[src/common/ahbPkg.sv]
`default_nettype none

package ahbPkg;

        typedef logic [31:0] addrT;
        typedef logic [31:0] dataT;
        typedef logic [1:0] transT;
        typedef logic [2:0] burstT;
        typedef logic [2:0] sizeT;
        typedef logic [3:0] beatCntT;    // Remaining beats minus one

        localparam transT transIdle = 2'b00;
        localparam transT transNonseq = 2'b10;
        localparam transT transSeq = 2'b11;

        localparam burstT burstSingle = 3'd0;
        localparam burstT burstIncr = 3'd1;    // Undefined length is issued as SINGLE
        localparam burstT burstWrap4 = 3'd2;
        localparam burstT burstIncr4 = 3'd3;
        localparam burstT burstWrap8 = 3'd4;
        localparam burstT burstIncr8 = 3'd5;
        localparam burstT burstWrap16 = 3'd6;
        localparam burstT burstIncr16 = 3'd7;

        localparam sizeT sizeByte = 3'd0;
        localparam sizeT sizeHalf = 3'd1;
        localparam sizeT sizeWord = 3'd2;

        // Right-shifting Galois LFSR feedback taps for write data
        localparam dataT lfsrPoly = 32'h8020_0003;

endpackage

`default_nettype wire
[src/ahbMaster/ahbMaster.sv]
`timescale 1ns/1ps
`default_nettype none

module ahbMaster import ahbPkg::*; #(
        parameter dataT lfsrSeed = 32'h1
) (
        input wire logic Hclk,
        input wire logic rstN,
        input wire logic cmdStart,
        input wire logic cmdWrite,
        input wire sizeT cmdSize,
        input wire burstT cmdBurst,
        input wire addrT cmdAddr,
        input wire logic hReady,
        input wire dataT hRdata,
        output logic busy,
        output addrT hAddr,
        output transT hTrans,
        output logic hWrite,
        output sizeT hSize,
        output burstT hBurst,
        output dataT hWdata,
        output dataT rdData,
        output logic rdValid
);

        logic load;
        logic beatAccept;
        logic dataPending;

        burstCtrl burstCtrl_i (
                .Hclk(Hclk),
                .rstN(rstN),
                .cmdStart(cmdStart),
                .cmdWrite(cmdWrite),
                .cmdBurst(cmdBurst),
                .hReady(hReady),
                .dataPending(dataPending),
                .busy(busy),
                .hTrans(hTrans),
                .hWrite(hWrite),
                .load(load),
                .beatAccept(beatAccept)
        );

        addrGen addrGen_i (
                .Hclk(Hclk),
                .rstN(rstN),
                .load(load),
                .beatAccept(beatAccept),
                .cmdAddr(cmdAddr),
                .cmdSize(cmdSize),
                .cmdBurst(cmdBurst),
                .hAddr(hAddr),
                .hSize(hSize),
                .hBurst(hBurst)
        );

        dataPhase #(
                .lfsrSeed(lfsrSeed)
        ) dataPhase_i (
                .Hclk(Hclk),
                .rstN(rstN),
                .hReady(hReady),
                .beatAccept(beatAccept),
                .hWrite(hWrite),
                .hRdata(hRdata),
                .hWdata(hWdata),
                .rdData(rdData),
                .rdValid(rdValid),
                .dataPending(dataPending)
        );

endmodule

`default_nettype wire

[src/ahbMaster/dataPhase.sv]
`timescale 1ns/1ps
`default_nettype none

module dataPhase import ahbPkg::*; #(
        parameter dataT lfsrSeed = 32'h1
) (
        input wire logic Hclk,
        input wire logic rstN,
        input wire logic hReady,
        input wire logic beatAccept,
        input wire logic hWrite,
        input wire dataT hRdata,
        output dataT hWdata,
        output dataT rdData,
        output logic rdValid,
        output logic dataPending
);

        logic pendWrite;
        logic phaseDone;
        dataT lfsr;
        dataT lfsrNext;

        assign phaseDone = dataPending && hReady;
        assign hWdata = lfsr;    // Held until the write phase completes
        assign lfsrNext = lfsr[0] ? ((lfsr >> 1) ^ lfsrPoly) : (lfsr >> 1);

        // One beat in flight, overlapping the next address phase
        always_ff @(posedge Hclk or negedge rstN) begin
                if (!rstN) begin
                        dataPending <= 1'b0;
                        pendWrite <= 1'b0;
                        rdValid <= 1'b0;
                        lfsr <= lfsrSeed;
                end else begin
                        if (hReady) begin
                                dataPending <= beatAccept;
                                if (beatAccept) begin
                                        pendWrite <= hWrite;
                                end
                        end
                        if (phaseDone && pendWrite) begin
                                lfsr <= lfsrNext;
                        end
                        rdValid <= phaseDone && !pendWrite;
                end
        end

        always_ff @(posedge Hclk) begin
                if (phaseDone && !pendWrite) begin
                        rdData <= hRdata;
                end
        end

endmodule

`default_nettype wire

[src/ahbMaster/addrGen.sv]
`timescale 1ns/1ps
`default_nettype none

module addrGen import ahbPkg::*; (
        input wire logic Hclk,
        input wire logic rstN,
        input wire logic load,
        input wire logic beatAccept,
        input wire addrT cmdAddr,
        input wire sizeT cmdSize,
        input wire burstT cmdBurst,
        output addrT hAddr,
        output sizeT hSize,
        output burstT hBurst
);

        addrT stepBytes;
        addrT wrapMask;
        addrT incAddr;
        addrT nextAddr;

        always_comb begin
                case (hSize)
                        sizeByte: stepBytes = 32'd1;
                        sizeHalf: stepBytes = 32'd2;
                        default: stepBytes = 32'd4;
                endcase
                // Low bits that cycle inside the wrap block
                case (hBurst)
                        burstWrap4: wrapMask = (stepBytes << 2) - 32'd1;
                        burstWrap8: wrapMask = (stepBytes << 3) - 32'd1;
                        burstWrap16: wrapMask = (stepBytes << 4) - 32'd1;
                        default: wrapMask = '1;    // Plain increment
                endcase
                incAddr = hAddr + stepBytes;
                nextAddr = (hAddr & ~wrapMask) | (incAddr & wrapMask);
        end

        always_ff @(posedge Hclk or negedge rstN) begin
                if (!rstN) begin
                        hAddr <= '0;
                        hSize <= sizeByte;
                        hBurst <= burstSingle;
                end else if (load) begin
                        hAddr <= cmdAddr;
                        hSize <= (cmdSize > sizeWord) ? sizeWord : cmdSize;
                        hBurst <= (cmdBurst == burstIncr) ? burstSingle : cmdBurst;
                end else if (beatAccept) begin
                        hAddr <= nextAddr;
                end
        end

endmodule

`default_nettype wire

[src/ahbMaster/burstCtrl.sv]
`timescale 1ns/1ps
`default_nettype none

module burstCtrl import ahbPkg::*; (
        input wire logic Hclk,
        input wire logic rstN,
        input wire logic cmdStart,
        input wire logic cmdWrite,
        input wire burstT cmdBurst,
        input wire logic hReady,
        input wire logic dataPending,
        output logic busy,
        output transT hTrans,
        output logic hWrite,
        output logic load,
        output logic beatAccept
);

        typedef enum logic [1:0] {
                stIdle,
                stFirst,
                stNext,
                stDrain
        } stateT;

        stateT state;
        beatCntT beatsLeft;

        function automatic beatCntT lastBeat(input burstT burst);
                case (burst)
                        burstSingle, burstIncr: lastBeat = 4'd0;
                        burstWrap4, burstIncr4: lastBeat = 4'd3;
                        burstWrap8, burstIncr8: lastBeat = 4'd7;
                        burstWrap16, burstIncr16: lastBeat = 4'd15;
                        default: lastBeat = 4'd0;
                endcase
        endfunction

        assign load = cmdStart && (state == stIdle);    // Strobe ignored while busy
        assign busy = (state != stIdle);
        assign beatAccept = hReady && ((state == stFirst) || (state == stNext));

        always_comb begin
                case (state)
                        stFirst: hTrans = transNonseq;
                        stNext: hTrans = transSeq;
                        default: hTrans = transIdle;
                endcase
        end

        always_ff @(posedge Hclk or negedge rstN) begin
                if (!rstN) begin
                        state <= stIdle;
                        beatsLeft <= '0;
                        hWrite <= 1'b0;
                end else begin
                        case (state)
                                stIdle: begin
                                        if (load) begin
                                                hWrite <= cmdWrite;
                                                beatsLeft <= lastBeat(cmdBurst);
                                                state <= stFirst;
                                        end
                                end
                                stFirst, stNext: begin
                                        if (beatAccept) begin
                                                if (beatsLeft == '0) begin
                                                        state <= stDrain;    // Last address accepted
                                                end else begin
                                                        beatsLeft <= beatsLeft - 1'b1;
                                                        state <= stNext;
                                                end
                                        end
                                end
                                stDrain: begin
                                        // Last data phase completes on this edge
                                        if (hReady || !dataPending) begin
                                                state <= stIdle;
                                        end
                                end
                                default: state <= stIdle;
                        endcase
                end
        end

endmodule

`default_nettype wire

[config.mk]
export PLATFORM = sky130hd
export DESIGN_NAME = ahbMaster
export DESIGN_NICKNAME = d
export VERILOG_FILES = /design/src/common/ahbPkg.sv /design/src/ahbMaster/ahbMaster.sv /design/src/ahbMaster/dataPhase.sv /design/src/ahbMaster/addrGen.sv /design/src/ahbMaster/burstCtrl.sv
export SDC_FILE = /design/constraint.sdc
export NUM_CORES = 1
export LEC_CHECK = 0
export BUFFER_PORTS_ARGS = -buffer_cell sky130_fd_sc_hd__buf_2
export CORE_UTILIZATION = 54
export DETAILED_ROUTE_END_ITERATION = 6
export PLACE_DENSITY = 0.85
export SYNTH_ARGS = -nofsm -noshare
export SYNTH_HDL_FRONTEND = slang
export SYNTH_SLANG_ARGS = --single-unit
[constraint.sdc]
create_clock -name Hclk -period 9.5 [get_ports Hclk]
set_input_delay 0.95 -clock Hclk [delete_from_list [all_inputs] [get_ports Hclk]]
set_output_delay 0.95 -clock Hclk [all_outputs]
set_load 0.005 [all_outputs]
# --- Word level (Yosys, flattened, before mapping) ---
# Memories as Yosys holds them, arrays and structs flattened.
# Cells that the tools add are included.
totals:
  rom_bits: 32
  memories: 1
  in_bits: 75
  elab_cells: 72
  ff_bits: 112
mem_list:
  columns: ["memory", "words", "width", "read_ports", "rd_clocked_by_memory_dff", "write_ports", "line_no", "rtl"]
  rows:
  - ["(no name shown)", 8, 4, 1, 0, 0, "burstCtrl.sv:30", "case (burst)"]
classes:
  addsub: 5
  n_eq_ne: 12
  mux: 17
  n_reduce_logical: 20
  bitwise: 5
  n_lt_le_gt_ge: 1
ops:
  columns: ["cell", "count"]
  rows:
  - ["$mux 32", 3]
  - ["$pmux 32 s3", 1]
  - ["$and 32x32->32", 2]
  - ["$sub 32x1->32 const B", 2]
  - ["$add 32x32->32", 1]
  - ["$not 32->32", 1]
  - ["$or 32x32->32", 1]
  - ["$mux 4", 3]
  - ["$pmux 4 s2", 1]
  - ["$eq 3x1->1 const B", 2]
  - ["$eq 3x3->1 const B", 2]
  - ["$mux 2", 3]
  - ["$mux 3", 2]
  - ["$ne 2x1->1 const B", 3]
  - ["$pmux 2 s3", 1]
  - ["$pmux 3 s2", 1]
  - ["$reduce_bool 2->1", 3]
  - ["$sub 5x1->6 const B", 1]
  - ["$logic_and 1x1->1", 5]
  - ["$eq 2x2->1 const B", 2]
  - ["$logic_not 4->1", 1]
  - ["$not 3->4", 1]
  - ["$pmux 2 s2", 1]
  - ["$reduce_and 2->1", 2]
  - ["other kinds (13)", 15]

# --- Longest topological paths before layout ---
logic_depth:
  ltp_word: 9
  mapped_depth: 11
  depth_no_buf: 11

# --- Modules after synthesis ---
# A second synthesis with hierarchy kept.
unflattened:
  cells_unflattened: 443
  area_unflattened_um2: 5447.7
modules_own_cells:
  columns: ["mod", "cells_per_inst", "n_inst", "area_each_um2", "seq_area_each_um2"]
  rows:
  - ["dataPhase", 141, 1, 2625.0, 1838.0]
  - ["addrGen", 251, 1, 2307.2, 950.9]
  - ["burstCtrl", 51, 1, 515.5, 175.2]

# --- Least setup slack after synthesis ---
# OpenSTA, ideal clock, no wires.
synth_path:
  path_kind: "register -> register"
  start: "reg addrGen_i.hSize[2]"
  end: "reg with a tool-made name"
  synth_period_minus_slack_ns: 3.171
  setup_slack_ns: 6.329
  setup_ns: 0.069
  t_arrival_ns: 3.102
  stages_incl_launch_ff: 11
  path_cell_list: "dfrtp_1 > or3_1 > ha_1 > nor4_1 > ha_1 > fa_1 > a21oi_1 > nor3_2 > nand3_1 > or4_1 > nand3_1"
synth_rtl:
  columns: ["item", "line_no", "rtl"]
  rows:
  - ["start, declared", "addrGen.sv:13", "output sizeT hSize,"]
  - ["start signal, assigned", "addrGen.sv:42", "hSize <= sizeByte;"]
  - ["start signal, assigned", "addrGen.sv:46", "hSize <= (cmdSize > sizeWord) ? sizeWord : cmdSize;"]

==> reports/qor.yml <==
outcome:
  status: "complete, no violations"
timing:
  setup_violations: 0
  finalCriticalPeriod_ns: 3.72
  slew_viol_final: 0
  worst_pin_slew_ns: 1.07
  slew_headroom: 0.287
  hold_viol_final: 0
  period_share: 0.391
  fin_worst_skew_ns: 0.00790
  tns_ns: 0
  max_freq_ghz: 0.269
  whs_ns: 0.504
  grt_setup_unrepaired: "false"
worst_setup_path:
  worstPathArrival_ns: 4.02
  ff2ff_path_depth: 10
  r2r_start: "addrGen_i.hSize[2]$_DFFE_PN0P_"
  r2r_slack_ns: 5.78
  cp_max_fo: 10
  crit_type: "register to register"
  cp.required_ns: 9.80
  start_kind: "register"
  critPathCaptureType: "register"
  worstSetupStartpoint: "addrGen_i.hSize[2]$_DFFE_PN0P_"
power:
  p_per_area_nw_per_um2: 260
  vdd_drop_max_uv: 152
  power.leakage_uw: 0.00302
route:
  finalWirelength_um: 12100
  drc: 0
  ant_nets: 0
  detail_route.wl_per_cell_um: 16.1
  first_pass_iters: 4
  route.vias.total: 4099
  drtIter0Drc: 131
  avgViaCountPerCell: 5.47
synthesis:
  synth_cells: 471
  synth_area_um2: 5290
  synth.avg_cell_area_um2: 11.2
  ys_seq_elements: 112
  yosysTopAreaCellShare: 0.374
  synthArstFlopShare: 0.714
  synthDistinctLibCells: 45
  synth_ff_type: "dfrtp_1"
  ys_seq_area_frac: 0.560
  synth-edff-count: 32
  yosysTopAreaCell: "dfrtp_1"
  synthTopCellsByCount: "dfrtp_1, nand2_1, o21ai_0"
  synth_nets: 559
  synth.most_common_cell: "dfrtp_1"
  synth.area.top_cells: "dfrtp_1, edfxtp_1, mux2_2"
  ys_warn_count: 0
placement:
  place_area_um2: 6080
  io_buffers: 181
  gp_congestion: 0.862
  dp_hpwl_um: 8890
floorplan:
  coreArea_um2: 9370
  row_count: 35
  ios: 182
  design.die.area_um2: 10200
  die_y_um: 101
  die_w_um: 101
  start_util: 0.564
hold_path:
  hp-start: "burstCtrl_i.hWrite$_DFFE_PN0P_"
  hold_class: "register to register"
finish:
  multi_input_area_um2: 1970
  stdcell_area_um2: 6280
  n_fill_cell: 729
  syn2layout_area_growth_pct: 18.7
  fin_nets: 704
  drive_gt1_frac: 0.385
  fin_util: 0.670
  antenna_cells: 0
  register_area_um2: 2960
cts:
  clk_latency_ns: 0.36
  ctsResizeCount: 0
  clkTransAtPathRegs_ns: 0.11
  cts_buffer_depth: 2
  cts-root-buf: "clkbuf_8"
  cts_sinks: 112
  cts_made_buffers: 9
  hold_buffers: 0
  cts_setup_buffers: 0
  cts_tree: "done"
  htreeDepth: 3
grt:
  top_usage_layer: "met2"
  grt_use_total: 0.241
  grt.met3_usage: 0.0458
  grt_pass1_wl_um: 19000
  grt_pass1_vias: 3970
  grt_util_met2: 0.434
  use_met1: 0.291
  grt_max_degree: 81
  antenna_found_initial: 0
  gr-total-overflow: 0
flow_run:
  maxCapViolations: 0
==> per-layer routing <==
layer	vias up	wire [µm]
met2	175	6270
li1	1926	-
met4	0	92
met1	1988	4880
met3	10	826
met5	-	0
==> worst max-delay path: stages (launching register included) <==
cell     delay, ns
dfrtp_1       0.43
or3_1         0.43
ha_1          0.24
nor4_1        0.46
ha_1          0.31
fa_1          0.23
a21oi_1       0.11
nor3_2        0.56
nand3_1       0.29
or4_1         0.51
nand3_1       0.09
==> how the worst min path moves through the flow <==
stage | to | slack [ns] | depth (start not counted)
after CTS | burstCtrl_i.hWrite$_DFFE_PN0P_ | 0.52 | 2
after global placement | burstCtrl_i.hWrite$_DFFE_PN0P_ | 0.49 | 2
after floorplan | dataPhase_i.hWdata[21]$_DFFE_PN0P_ | 0.47 | 2
after global routing | burstCtrl_i.hWrite$_DFFE_PN0P_ | 0.54 | 2
final | burstCtrl_i.hWrite$_DFFE_PN0P_ | 0.50 | 2
after detailed placement | burstCtrl_i.hWrite$_DFFE_PN0P_ | 0.49 | 2
==> where the power goes <==
| group | switching, µW | internal, µW |
|---|---|---|
| clock | 169 | 115 |
| combinational | 334 | 257 |
| sequential | 136 | 623 |
==> through the flow <==
stage / setup slack [ns] / instances / power [µW]
after floorplan: 6.33 / 471 / 1120
after global placement: 6.02 / 734 / 1320
after detailed placement: 5.87 / 734 / 1350
after CTS: 5.78 / 750 / 1640
after global routing: 5.51 / 750 / 1750
final: 5.78 / 750 / 1630
==> cell families after synthesis <==
logic type | synth area share
mux | 0.0736
simple gates | 0.139
buf+inv | 0.0684
xor+xnor | 0.0397
compound gates | 0.0873
flops | 0.560
fa+ha+maj | 0.0322
==> cells in the final DEF, fill, tap and decap left out, types with 5 or more instances in the layout <==
master	n
nor4_1	6
a31oi_1	9
buf_2	180
nor3_1	5
xor2_1	15
mux2_2	31
or3_1	7
nand3_1	16
nor2_1	17
nand4_1	12
ha_1	12
dfrtp_1	79
edfxtp_1	32
o21ai_0	40
inv_1	15
clkbuf_8	9
nand2_1	51
a21oi_1	16
and3_1	5
xnor2_1	9
==> final cells by class <==
| class | count | area share |
|---|---|---|
| clock buffers | 9 | 0.0197 |
| clock inverters | 7 | 0.0120 |
| inverters | 15 | 0.00897 |
| multi-input cells | 294 | 0.313 |
| flip-flops and latches | 112 | 0.472 |
| well taps | 129 | 0.0257 |
| repair buffers | 184 | 0.148 |
No activity file was read; power rests on OpenSTA's default activity.
